--- config.mk ---
export PLATFORM = sky130hd
export DESIGN_NAME = smc_top
export DESIGN_NICKNAME = d
export VERILOG_FILES = /design/src/smc_pkg.sv /design/src/smc_intf.sv /design/src/smc_apb_if.sv /design/src/smc_wait_timer.sv /design/src/smc_fsm.sv /design/src/smc_datapath.sv /design/src/smc_top.sv
export VERILOG_INCLUDE_DIRS = /design/src
export SDC_FILE = /design/constraint.sdc
export NUM_CORES = 1
export LEC_CHECK = 0
export BUFFER_PORTS_ARGS = -buffer_cell sky130_fd_sc_hd__buf_4
export CORE_UTILIZATION = 43
export CTS_CLUSTER_DIAMETER = 80
export DETAILED_ROUTE_END_ITERATION = 12
export PLACE_DENSITY = 0.76
export RECOVER_POWER = 50
export SYNTH_ARGS = -nofsm -noshare
export SYNTH_HDL_FRONTEND = slang
export SYNTH_SLANG_ARGS = --single-unit
--- constraint.sdc ---
create_clock -name pclk -period 6.7 [get_ports pclk]
set_clock_uncertainty 0.1 [all_clocks]
set_input_delay 1.34 -clock pclk [delete_from_list [all_inputs] [get_ports pclk]]
set_output_delay 1.34 -clock pclk [all_outputs]
set_load 0.05 [all_outputs]
--- src/smc_macros.svh ---
`ifndef SMC_MACROS_SVH
`define SMC_MACROS_SVH

// --------------------
// Bus widths
// --------------------
`define SMC_DATA_W   32     // Wishbone and SRAM data
`define SMC_ADDR_W   16     // SRAM word address
`define SMC_PADDR_W  5      // APB address

// --------------------
// Register map
// --------------------
`define SMC_CFG_ADDR 5'h00  // Timing config register

// Width of one wait-state field in the config register
`define SMC_WAIT_W   4

`endif

--- src/smc_pkg.sv ---
`include "smc_macros.svh"

// --------------------
// Register layout
// --------------------
package smc_reg_pkg;

  // Timing config, enable at the top, fields packed at the bottom
  typedef struct packed {
    logic                   enable;   // Bit 31
    logic [20:0]            rsvd;     // Read as zero
    logic [1:0]             turn;     // Turnaround cycles after ack
    logic [`SMC_WAIT_W-1:0] wr_wait;  // Extra write strobe cycles
    logic [`SMC_WAIT_W-1:0] rd_wait;  // Extra read strobe cycles
  } smc_cfg_t;

endpackage

// --------------------
// Memory cycle types
// --------------------
package smc_mem_pkg;

  typedef enum logic [2:0] {
    IDLE,    // Waiting for a Wishbone request
    SETUP,   // Chip select and address out
    STROBE,  // oe_n or we_n low
    ACK,     // Single-cycle ack
    ERR,     // Access while disabled
    TURN     // Bus turnaround gap
  } smc_state_e;

  typedef enum logic {
    OP_READ,
    OP_WRITE
  } smc_op_e;

endpackage

--- src/smc_intf.sv ---
`timescale 1ns/100ps
`include "smc_macros.svh"

// Strobe and capture controls from FSM to datapath
interface smc_strobe_if;
  import smc_mem_pkg::*;

  logic    latch;    // Grab address, data, selects
  smc_op_e op;       // Direction of the current access
  logic    cs;
  logic    oe;
  logic    we;
  logic    capture;  // Grab mem_dq_in

  modport fsm (output latch, op, cs, oe, we, capture);
  modport dp  (input  latch, op, cs, oe, we, capture);
endinterface

// Wait-state counter handshake
interface smc_timer_if;
  logic                   load;
  logic [`SMC_WAIT_W-1:0] count;  // Start value
  logic                   done;   // Counter at zero

  modport ctrl  (output load, count, input  done);
  modport timer (input  load, count, output done);
endinterface

--- src/smc_apb_if.sv ---
`timescale 1ns/100ps
`include "smc_macros.svh"

// APB-lite access to the timing config register
module smc_apb_if (
  input  logic                    pclk,
  input  logic                    rst_n,
  input  logic                    psel,
  input  logic                    penable,
  input  logic                    pwrite,
  input  logic [`SMC_PADDR_W-1:0] paddr,
  input  logic [`SMC_DATA_W-1:0]  pwdata,
  output logic [`SMC_DATA_W-1:0]  prdata,
  output smc_reg_pkg::smc_cfg_t   cfg
);
  import smc_reg_pkg::*;

  logic     sel_reg;  // Config register selected in access phase
  logic     cfg_wr;
  smc_cfg_t cfg_d;    // Write data with reserved bits cleared
  smc_cfg_t cfg_q;

  // --------------------
  // Address decode
  // --------------------
  always_comb
  begin
    if (psel && penable)
      sel_reg = (paddr == `SMC_CFG_ADDR);
    else
      sel_reg = 1'b0;
  end

  assign cfg_wr = sel_reg && pwrite;  // No wait states on this bus

  always_comb
  begin
    cfg_d      = smc_cfg_t'(pwdata);
    cfg_d.rsvd = '0;                  // Reserved reads back zero
  end

  // --------------------
  // Config register
  // --------------------
  always_ff @(posedge pclk)
  begin
    if (!rst_n)
      cfg_q <= '0;                    // Comes up disabled
    else if (cfg_wr)
      cfg_q <= cfg_d;
  end

  assign cfg = cfg_q;

  // Read-back, zero for unmapped addresses
  assign prdata = (paddr == `SMC_CFG_ADDR) ? cfg_q : '0;

endmodule

--- src/smc_wait_timer.sv ---
`timescale 1ns/100ps
`include "smc_macros.svh"

// Down-counter for strobe and turnaround lengths
module smc_wait_timer (
  input logic        pclk,
  input logic        rst_n,
  smc_timer_if.timer tmr
);

  logic [`SMC_WAIT_W-1:0] cnt_q;

  always_ff @(posedge pclk)
  begin
    if (!rst_n)
      cnt_q <= '0;
    else if (tmr.load)
      cnt_q <= tmr.count;       // Reload wins over decrement
    else if (cnt_q != '0)
      cnt_q <= cnt_q - 1'b1;    // Sticks at zero
  end

  // Zero means the current phase ends this cycle
  assign tmr.done = (cnt_q == '0);

endmodule

--- src/smc_fsm.sv ---
`timescale 1ns/100ps
`include "smc_macros.svh"

// Memory cycle sequencer
module smc_fsm (
  input  logic                  pclk,
  input  logic                  rst_n,
  input  smc_reg_pkg::smc_cfg_t cfg,
  input  logic                  wb_cyc,
  input  logic                  wb_stb,
  input  logic                  wb_we,
  output logic                  wb_ack,
  output logic                  wb_err,
  smc_strobe_if.fsm             stb,
  smc_timer_if.ctrl             tmr
);
  import smc_reg_pkg::*;
  import smc_mem_pkg::*;

  smc_state_e             state, state_d;
  smc_op_e                op_q, op_d;
  smc_cfg_t               cfg_q;       // Timing frozen per access
  logic                   req;
  logic                   latch;
  logic [`SMC_WAIT_W-1:0] wait_sel;    // rd_wait or wr_wait
  logic [`SMC_WAIT_W-1:0] turn_cnt;
  logic                   cs_q, oe_q, we_q;

  assign req   = wb_cyc && wb_stb;
  assign latch = (state == IDLE) && req && cfg.enable;
  assign op_d  = latch ? (wb_we ? OP_WRITE : OP_READ) : op_q;

  // --------------------
  // Next state
  // --------------------
  always_comb
  begin
    state_d = state;
    case (state)
      IDLE:    if (req) state_d = cfg.enable ? SETUP : ERR;
      SETUP:   state_d = STROBE;
      STROBE:  if (tmr.done) state_d = ACK;
      ACK:     state_d = (cfg_q.turn != 2'd0) ? TURN : IDLE;
      ERR:     state_d = IDLE;
      TURN:    if (tmr.done) state_d = IDLE;
      default: state_d = IDLE;
    endcase
  end

  always_ff @(posedge pclk)
  begin
    if (!rst_n)
    begin
      state <= IDLE;
      op_q  <= OP_READ;
      cs_q  <= 1'b0;
      oe_q  <= 1'b0;
      we_q  <= 1'b0;
    end
    else
    begin
      state <= state_d;
      op_q  <= op_d;
      cs_q  <= (state_d == SETUP) || (state_d == STROBE);
      oe_q  <= (state_d == STROBE) && (op_d == OP_READ);
      we_q  <= (state_d == STROBE) && (op_d == OP_WRITE);
    end
  end

  // Snapshot so APB writes mid-access do not disturb it
  always_ff @(posedge pclk)
  begin
    if (latch)
      cfg_q <= cfg;
  end

  // --------------------
  // Timer control
  // --------------------
  assign wait_sel  = (op_q == OP_WRITE) ? cfg_q.wr_wait : cfg_q.rd_wait;
  assign turn_cnt  = cfg_q.turn - 1'b1;                  // TURN lasts turn cycles
  assign tmr.load  = (state == SETUP) || ((state == ACK) && (cfg_q.turn != 2'd0));
  assign tmr.count = (state == SETUP) ? wait_sel : turn_cnt;

  // Outputs to datapath
  assign stb.latch   = latch;
  assign stb.op      = op_q;
  assign stb.cs      = cs_q;
  assign stb.oe      = oe_q;
  assign stb.we      = we_q;
  assign stb.capture = (state == STROBE) && tmr.done && (op_q == OP_READ);  // Last strobe cycle

  assign wb_ack = (state == ACK);
  assign wb_err = (state == ERR);

endmodule

--- src/smc_datapath.sv ---
`timescale 1ns/100ps
`include "smc_macros.svh"

// Address, data and byte-select registers plus SRAM pin drive
module smc_datapath (
  input  logic                     pclk,
  input  logic                     rst_n,
  input  logic [`SMC_ADDR_W-1:0]   wb_adr,
  input  logic [`SMC_DATA_W/8-1:0] wb_sel,
  input  logic [`SMC_DATA_W-1:0]   wb_dat_w,
  input  logic [`SMC_DATA_W-1:0]   mem_dq_in,
  output logic [`SMC_DATA_W-1:0]   wb_dat_r,
  output logic [`SMC_ADDR_W-1:0]   mem_addr,
  output logic [`SMC_DATA_W/8-1:0] mem_be_n,
  output logic [`SMC_DATA_W-1:0]   mem_dq_out,
  output logic                     mem_dq_oe,
  output logic                     mem_cs_n,
  output logic                     mem_oe_n,
  output logic                     mem_we_n,
  smc_strobe_if.dp                 stb
);
  import smc_mem_pkg::*;

  logic [`SMC_ADDR_W-1:0]   addr_q;
  logic [`SMC_DATA_W/8-1:0] sel_q;
  logic [`SMC_DATA_W-1:0]   wdat_q;
  logic [`SMC_DATA_W-1:0]   rdat_q;

  // Byte lanes idle high out of reset
  always_ff @(posedge pclk)
  begin
    if (!rst_n)
      sel_q <= '0;
    else if (stb.latch)
      sel_q <= wb_sel;
  end

  always_ff @(posedge pclk)
  begin
    if (stb.latch)
    begin
      addr_q <= wb_adr;
      wdat_q <= wb_dat_w;
    end
    if (stb.capture)
      rdat_q <= mem_dq_in;  // Sampled while oe_n still low
  end

  // --------------------
  // SRAM pins
  // --------------------
  assign mem_addr   = addr_q;
  assign mem_be_n   = ~sel_q;
  assign mem_dq_out = wdat_q;
  assign mem_dq_oe  = stb.cs && (stb.op == OP_WRITE);  // Drive through setup and strobe
  assign mem_cs_n   = ~stb.cs;
  assign mem_oe_n   = ~stb.oe;
  assign mem_we_n   = ~stb.we;

  assign wb_dat_r = rdat_q;

endmodule

--- src/smc_top.sv ---
`timescale 1ns/100ps
`include "smc_macros.svh"

// Static memory controller top
module smc_top (
  input  logic                     pclk,
  input  logic                     rst_n,
  // APB config port
  input  logic                     psel,
  input  logic                     penable,
  input  logic                     pwrite,
  input  logic [`SMC_PADDR_W-1:0]  paddr,
  input  logic [`SMC_DATA_W-1:0]   pwdata,
  output logic [`SMC_DATA_W-1:0]   prdata,
  // Wishbone classic slave
  input  logic                     wb_cyc,
  input  logic                     wb_stb,
  input  logic                     wb_we,
  input  logic [`SMC_ADDR_W-1:0]   wb_adr,    // Word address
  input  logic [`SMC_DATA_W/8-1:0] wb_sel,
  input  logic [`SMC_DATA_W-1:0]   wb_dat_w,
  output logic [`SMC_DATA_W-1:0]   wb_dat_r,
  output logic                     wb_ack,
  output logic                     wb_err,
  // SRAM
  output logic [`SMC_ADDR_W-1:0]   mem_addr,
  output logic [`SMC_DATA_W/8-1:0] mem_be_n,
  output logic [`SMC_DATA_W-1:0]   mem_dq_out,
  output logic                     mem_dq_oe,
  input  logic [`SMC_DATA_W-1:0]   mem_dq_in,
  output logic                     mem_cs_n,
  output logic                     mem_oe_n,
  output logic                     mem_we_n
);
  import smc_reg_pkg::*;

  smc_cfg_t cfg;  // Live register value

  smc_strobe_if stb_if ();
  smc_timer_if  tmr_if ();

  // --------------------
  // Blocks
  // --------------------
  smc_apb_if u_apb_if (
    .pclk, .rst_n, .psel, .penable, .pwrite, .paddr, .pwdata, .prdata,
    .cfg (cfg)
  );

  smc_fsm u_fsm (
    .pclk, .rst_n, .cfg, .wb_cyc, .wb_stb, .wb_we, .wb_ack, .wb_err,
    .stb (stb_if.fsm),
    .tmr (tmr_if.ctrl)
  );

  smc_wait_timer u_wait_timer (
    .pclk, .rst_n,
    .tmr (tmr_if.timer)
  );

  smc_datapath u_datapath (
    .pclk, .rst_n, .wb_adr, .wb_sel, .wb_dat_w, .mem_dq_in, .wb_dat_r,
    .mem_addr, .mem_be_n, .mem_dq_out, .mem_dq_oe,
    .mem_cs_n, .mem_oe_n, .mem_we_n,
    .stb (stb_if.dp)
  );

endmodule

==> results.py <==
metrics = {
    "drt": {
        "drc": 0,
        "routedWlPerCell_um": 16.3,
        "detailroute.via_count": 2914,
        "drtIter0Drc": 91,
        "wirelength_um": 10300,
        "drt_pass1_iterations": 4,
        "drt-vias-per-instance": 4.59,
        "ant_nets": 0,
    },
    "cts": {
        "clockRootBuffer": "clkbuf_8",
        "tritoncts": "done",
        "cts_max_path_buffers": 2,
        "clk_pin_slew_worst_paths_ns": 0.06,
        "ctsHoldBuffers": 0,
        "cts_buffers": 17,
        "htree_levels": 4,
        "postCtsSetupBuffers": 0,
        "clock_latency_ns": 0.50,
        "cts_resized": 0,
        "cts_sinks": 116,
    },
    "die": {
        "dieWidth_um": 101,
        "io_pins": 251,
        "num_rows": 35,
        "die_y_um": 101,
        "initial_core_util_pct": 45.2,
        "dieArea_um2": 10300,
        "fp.coreArea_um2": 9370,
    },
    "synth": {
        "ys_warn_count": 0,
        "synthFlopType": "edfxtp_1",
        "synthCells": 275,
        "postSynthAreaPerCell_um2": 15.4,
        "synth_enable_flop_cells": 90,
        "ys_async_sr_fraction_pct": 0,
        "synth-seq-cells": 116,
        "synth_cell_types": 37,
        "ys_seq_area_share_pct": 76.1,
        "synthesis.area_um2": 4240,
    },
    "final_layout": {
        "fillers": 692,
        "fin_area_um2": 6370,
        "diodes": 0,
        "instances_no_fill": 635,
        "syn_to_final_growth_pct": 50.4,
        "utilization_pct": 68.0,
        "fin_nets": 624,
        "drive_gt1_share_pct": 50.0,
    },
    "timing": {
        "setup_tns_ns": 0,
        "hold_violations": 0,
        "fin_crit_sh_pct": 65.8,
        "worst_pin_slew_ns": 3.44,
        "hold_ws_ns": 0.357,
        "setup_viol": 0,
        "clock.fmax_mhz": 227,
        "relSlewSlack_pct": -130,
        "finalMaxSlewViolations": 99,
        "rsz0062_at_grt": "no",
        "period_minus_slack_ns": 4.41,
    },
    "global_routing": {
        "grtUsageTotal_pct": 20.7,
        "grt_overflow_total": 0,
        "grt_max_degree": 66,
        "antenna_found_initial": 0,
        "grt_pass1_vias": 2877,
        "grt_pass1_wl_um": 15300,
    },
    "outcome": {
        "violations": "max-capacitance violations, max-slew violations",
        "outcome": "finished, violations left",
    },
    "placement": {
        "dp.cells": 603,
        "port-buffer-count": 208,
        "gp_congestion": 0.788,
        "placed_area_um2": 5830,
        "hpwl_um": 7340,
    },
    "worst_setup_path": {
        "crit_path_top_delay_cell": "clkbuf_1",
        "arrival_ns": 4.69,
        "path_buf_inv": 2,
        "path_class": "in -> reg",
        "crit_path_max_fanout": 65,
        "cpPeakStageDelay_ns": 2.43,
        "crit_path_end_kind": "flip-flop",
        "required_ns": 6.98,
        "path_delay_family": "buffers and inverters",
        "start_kind": "input port",
        "crit_chain": "clkbuf_4 > nand2_1 > nor4b_4 > clkbuf_1 > mux2i_1 > nor2_1",
    },
    "pwr": {
        "p_leak_nw": 2.62,
        "powerDensity_nw_per_um2": 279,
        "max-vdd-ir-drop_uv": 167,
    },
    "worst_hold_path": {
        "hold_class": "reg -> reg",
    },
    "job": {
        "maxCapViolations": 2,
    },
}
==> sequential cells by signal, summed over array words and instances, names as in the netlist, 3 cells and up <==
| name | flops |
|---|---|
| u_apb_if.cfg | 11 |
| u_wait_timer.cnt_q | 4 |
| u_datapath.wb_dat_r | 32 |
| u_fsm.state | 3 |
| u_fsm.cfg_q | 10 |
| u_datapath.sel_q | 4 |
| u_datapath.mem_addr | 16 |
| u_datapath.mem_dq_out | 32 |
==> power by group <==
| group | leakage (nW) | total, mW | internal [mW] | switching [mW] |
|---|---|---|---|---|
| logic | 1.30 | 0.150 | 0.0662 | 0.0833 |
| clock network | 0.268 | 0.834 | 0.501 | 0.333 |
| registers | 1.04 | 0.797 | 0.786 | 0.0103 |
| total | 2.62 | 1.78 | 1.35 | 0.426 |
==> worst reg2reg max path, delay by kind of cell (launching register included) <==
kind | cells | cell delay [ns]
flops | 1 | 0.36
buf+inv | 1 | 2.43
mux | 1 | 0.43
simple gates | 3 | 0.69
==> routing by layer <==
layer	share of wire (%)	GRT usage (%)
met1	34	19.8
met2	54	38.1
met3	9.8	8.70
met4	2.6	10.1
met5	0	0
==> final timing paths <==
kind                   start                   to  slack [ns]  cells after the start
max                   wb_cyc  u_datapath.sel_q[0]        2.29                      6
min          u_apb_if.cfg[7]       u_fsm.cfg_q[7]        0.36                      0
min reg2reg  u_apb_if.cfg[7]       u_fsm.cfg_q[7]        0.36                      0
max reg2reg   u_fsm.state[1]  u_datapath.sel_q[0]        2.57                      5
==> metrics by stage <==
| stage | setup WS [ns] | total power [mW] |
|---|---|---|
| 2_1_floorplan | 1.97 | 0.911 |
| 4_1_cts | 2.36 | 1.80 |
| 6_report | 2.29 | 1.78 |
| 5_1_grt | 1.91 | 1.84 |
| 3_5_place_dp | 2.37 | 0.962 |
| 3_3_place_gp | 2.44 | 0.953 |
==> placed cells by master, fill, tap and decap left out, types with 2 or more instances in the layout <==
master        n
a21o_1        2
a21oi_1       5
and2_1       12
buf_4       126
clkbuf_1      5
clkbuf_16    16
clkbuf_4     80
clkinv_4      4
clkinvlp_4    2
conb_1       21
dfxtp_1      26
edfxtp_1     90
ha_1          2
inv_1        13
inv_6         7
mux2i_1       8
nand2_1      20
nand2b_1      4
nand3_1      11
nor2_1       14
nor3_1        3
o2111ai_1     2
o21ai_0       2
o21ai_2       9
o31ai_1       2
or3b_1        3
==> logic make-up (layout without fill, tap and decap cells) <==
kind of cell,after synthesis,after routing,share of synthesized area [%]
AOI/OAI and AO/OA,26,26,4.55
xor gates and xnor gates,1,1,0.207
adders and majority gates,2,2,0.590
buffers and inverters,44,255,6.73
DFF,116,116,76.1
muxes,9,9,2.16
other,1,21,0.0885
and+or+nand+nor,76,76,9.63
==> area by class of cell <==
type                       instances  area [µm²]  area share (%)
sequential                       116        3220            50.6
timing repair buffer             210        1560            24.5
multi-input combinational        135         820            12.9
clock buffer                      18         418            6.56
tap                              129         161            2.53
clock inverter                    14         141            2.22
inverter                          13        48.8           0.766
==> synth_stat cells (2+ instances only) <==
| cell | n | share of area, % |
|---|---|---|
| buf_4 | 22 | 3.9 |
| a21o_1 | 2 | 0.35 |
| o31ai_1 | 2 | 0.35 |
| nand2_1 | 20 | 1.8 |
| nand3_1 | 11 | 1.3 |
| nor3_1 | 3 | 0.35 |
| and2_1 | 13 | 1.9 |
| buf_2 | 4 | 0.47 |
| edfxtp_1 | 90 | 64 |
| nor2_1 | 14 | 1.2 |
| inv_1 | 13 | 1.2 |
| mux2i_1 | 8 | 1.9 |
| o21ai_0 | 2 | 0.24 |
| o2111ai_1 | 2 | 0.41 |
| o21ai_2 | 9 | 1.9 |
| ha_1 | 2 | 0.59 |
| nor4_1 | 2 | 0.30 |
| a21oi_1 | 5 | 0.59 |
| buf_6 | 3 | 0.80 |
| dfxtp_1 | 26 | 12 |
| nand2b_1 | 4 | 0.59 |
| or3b_1 | 3 | 0.62 |
No activity file was read; power rests on OpenSTA's default activity.
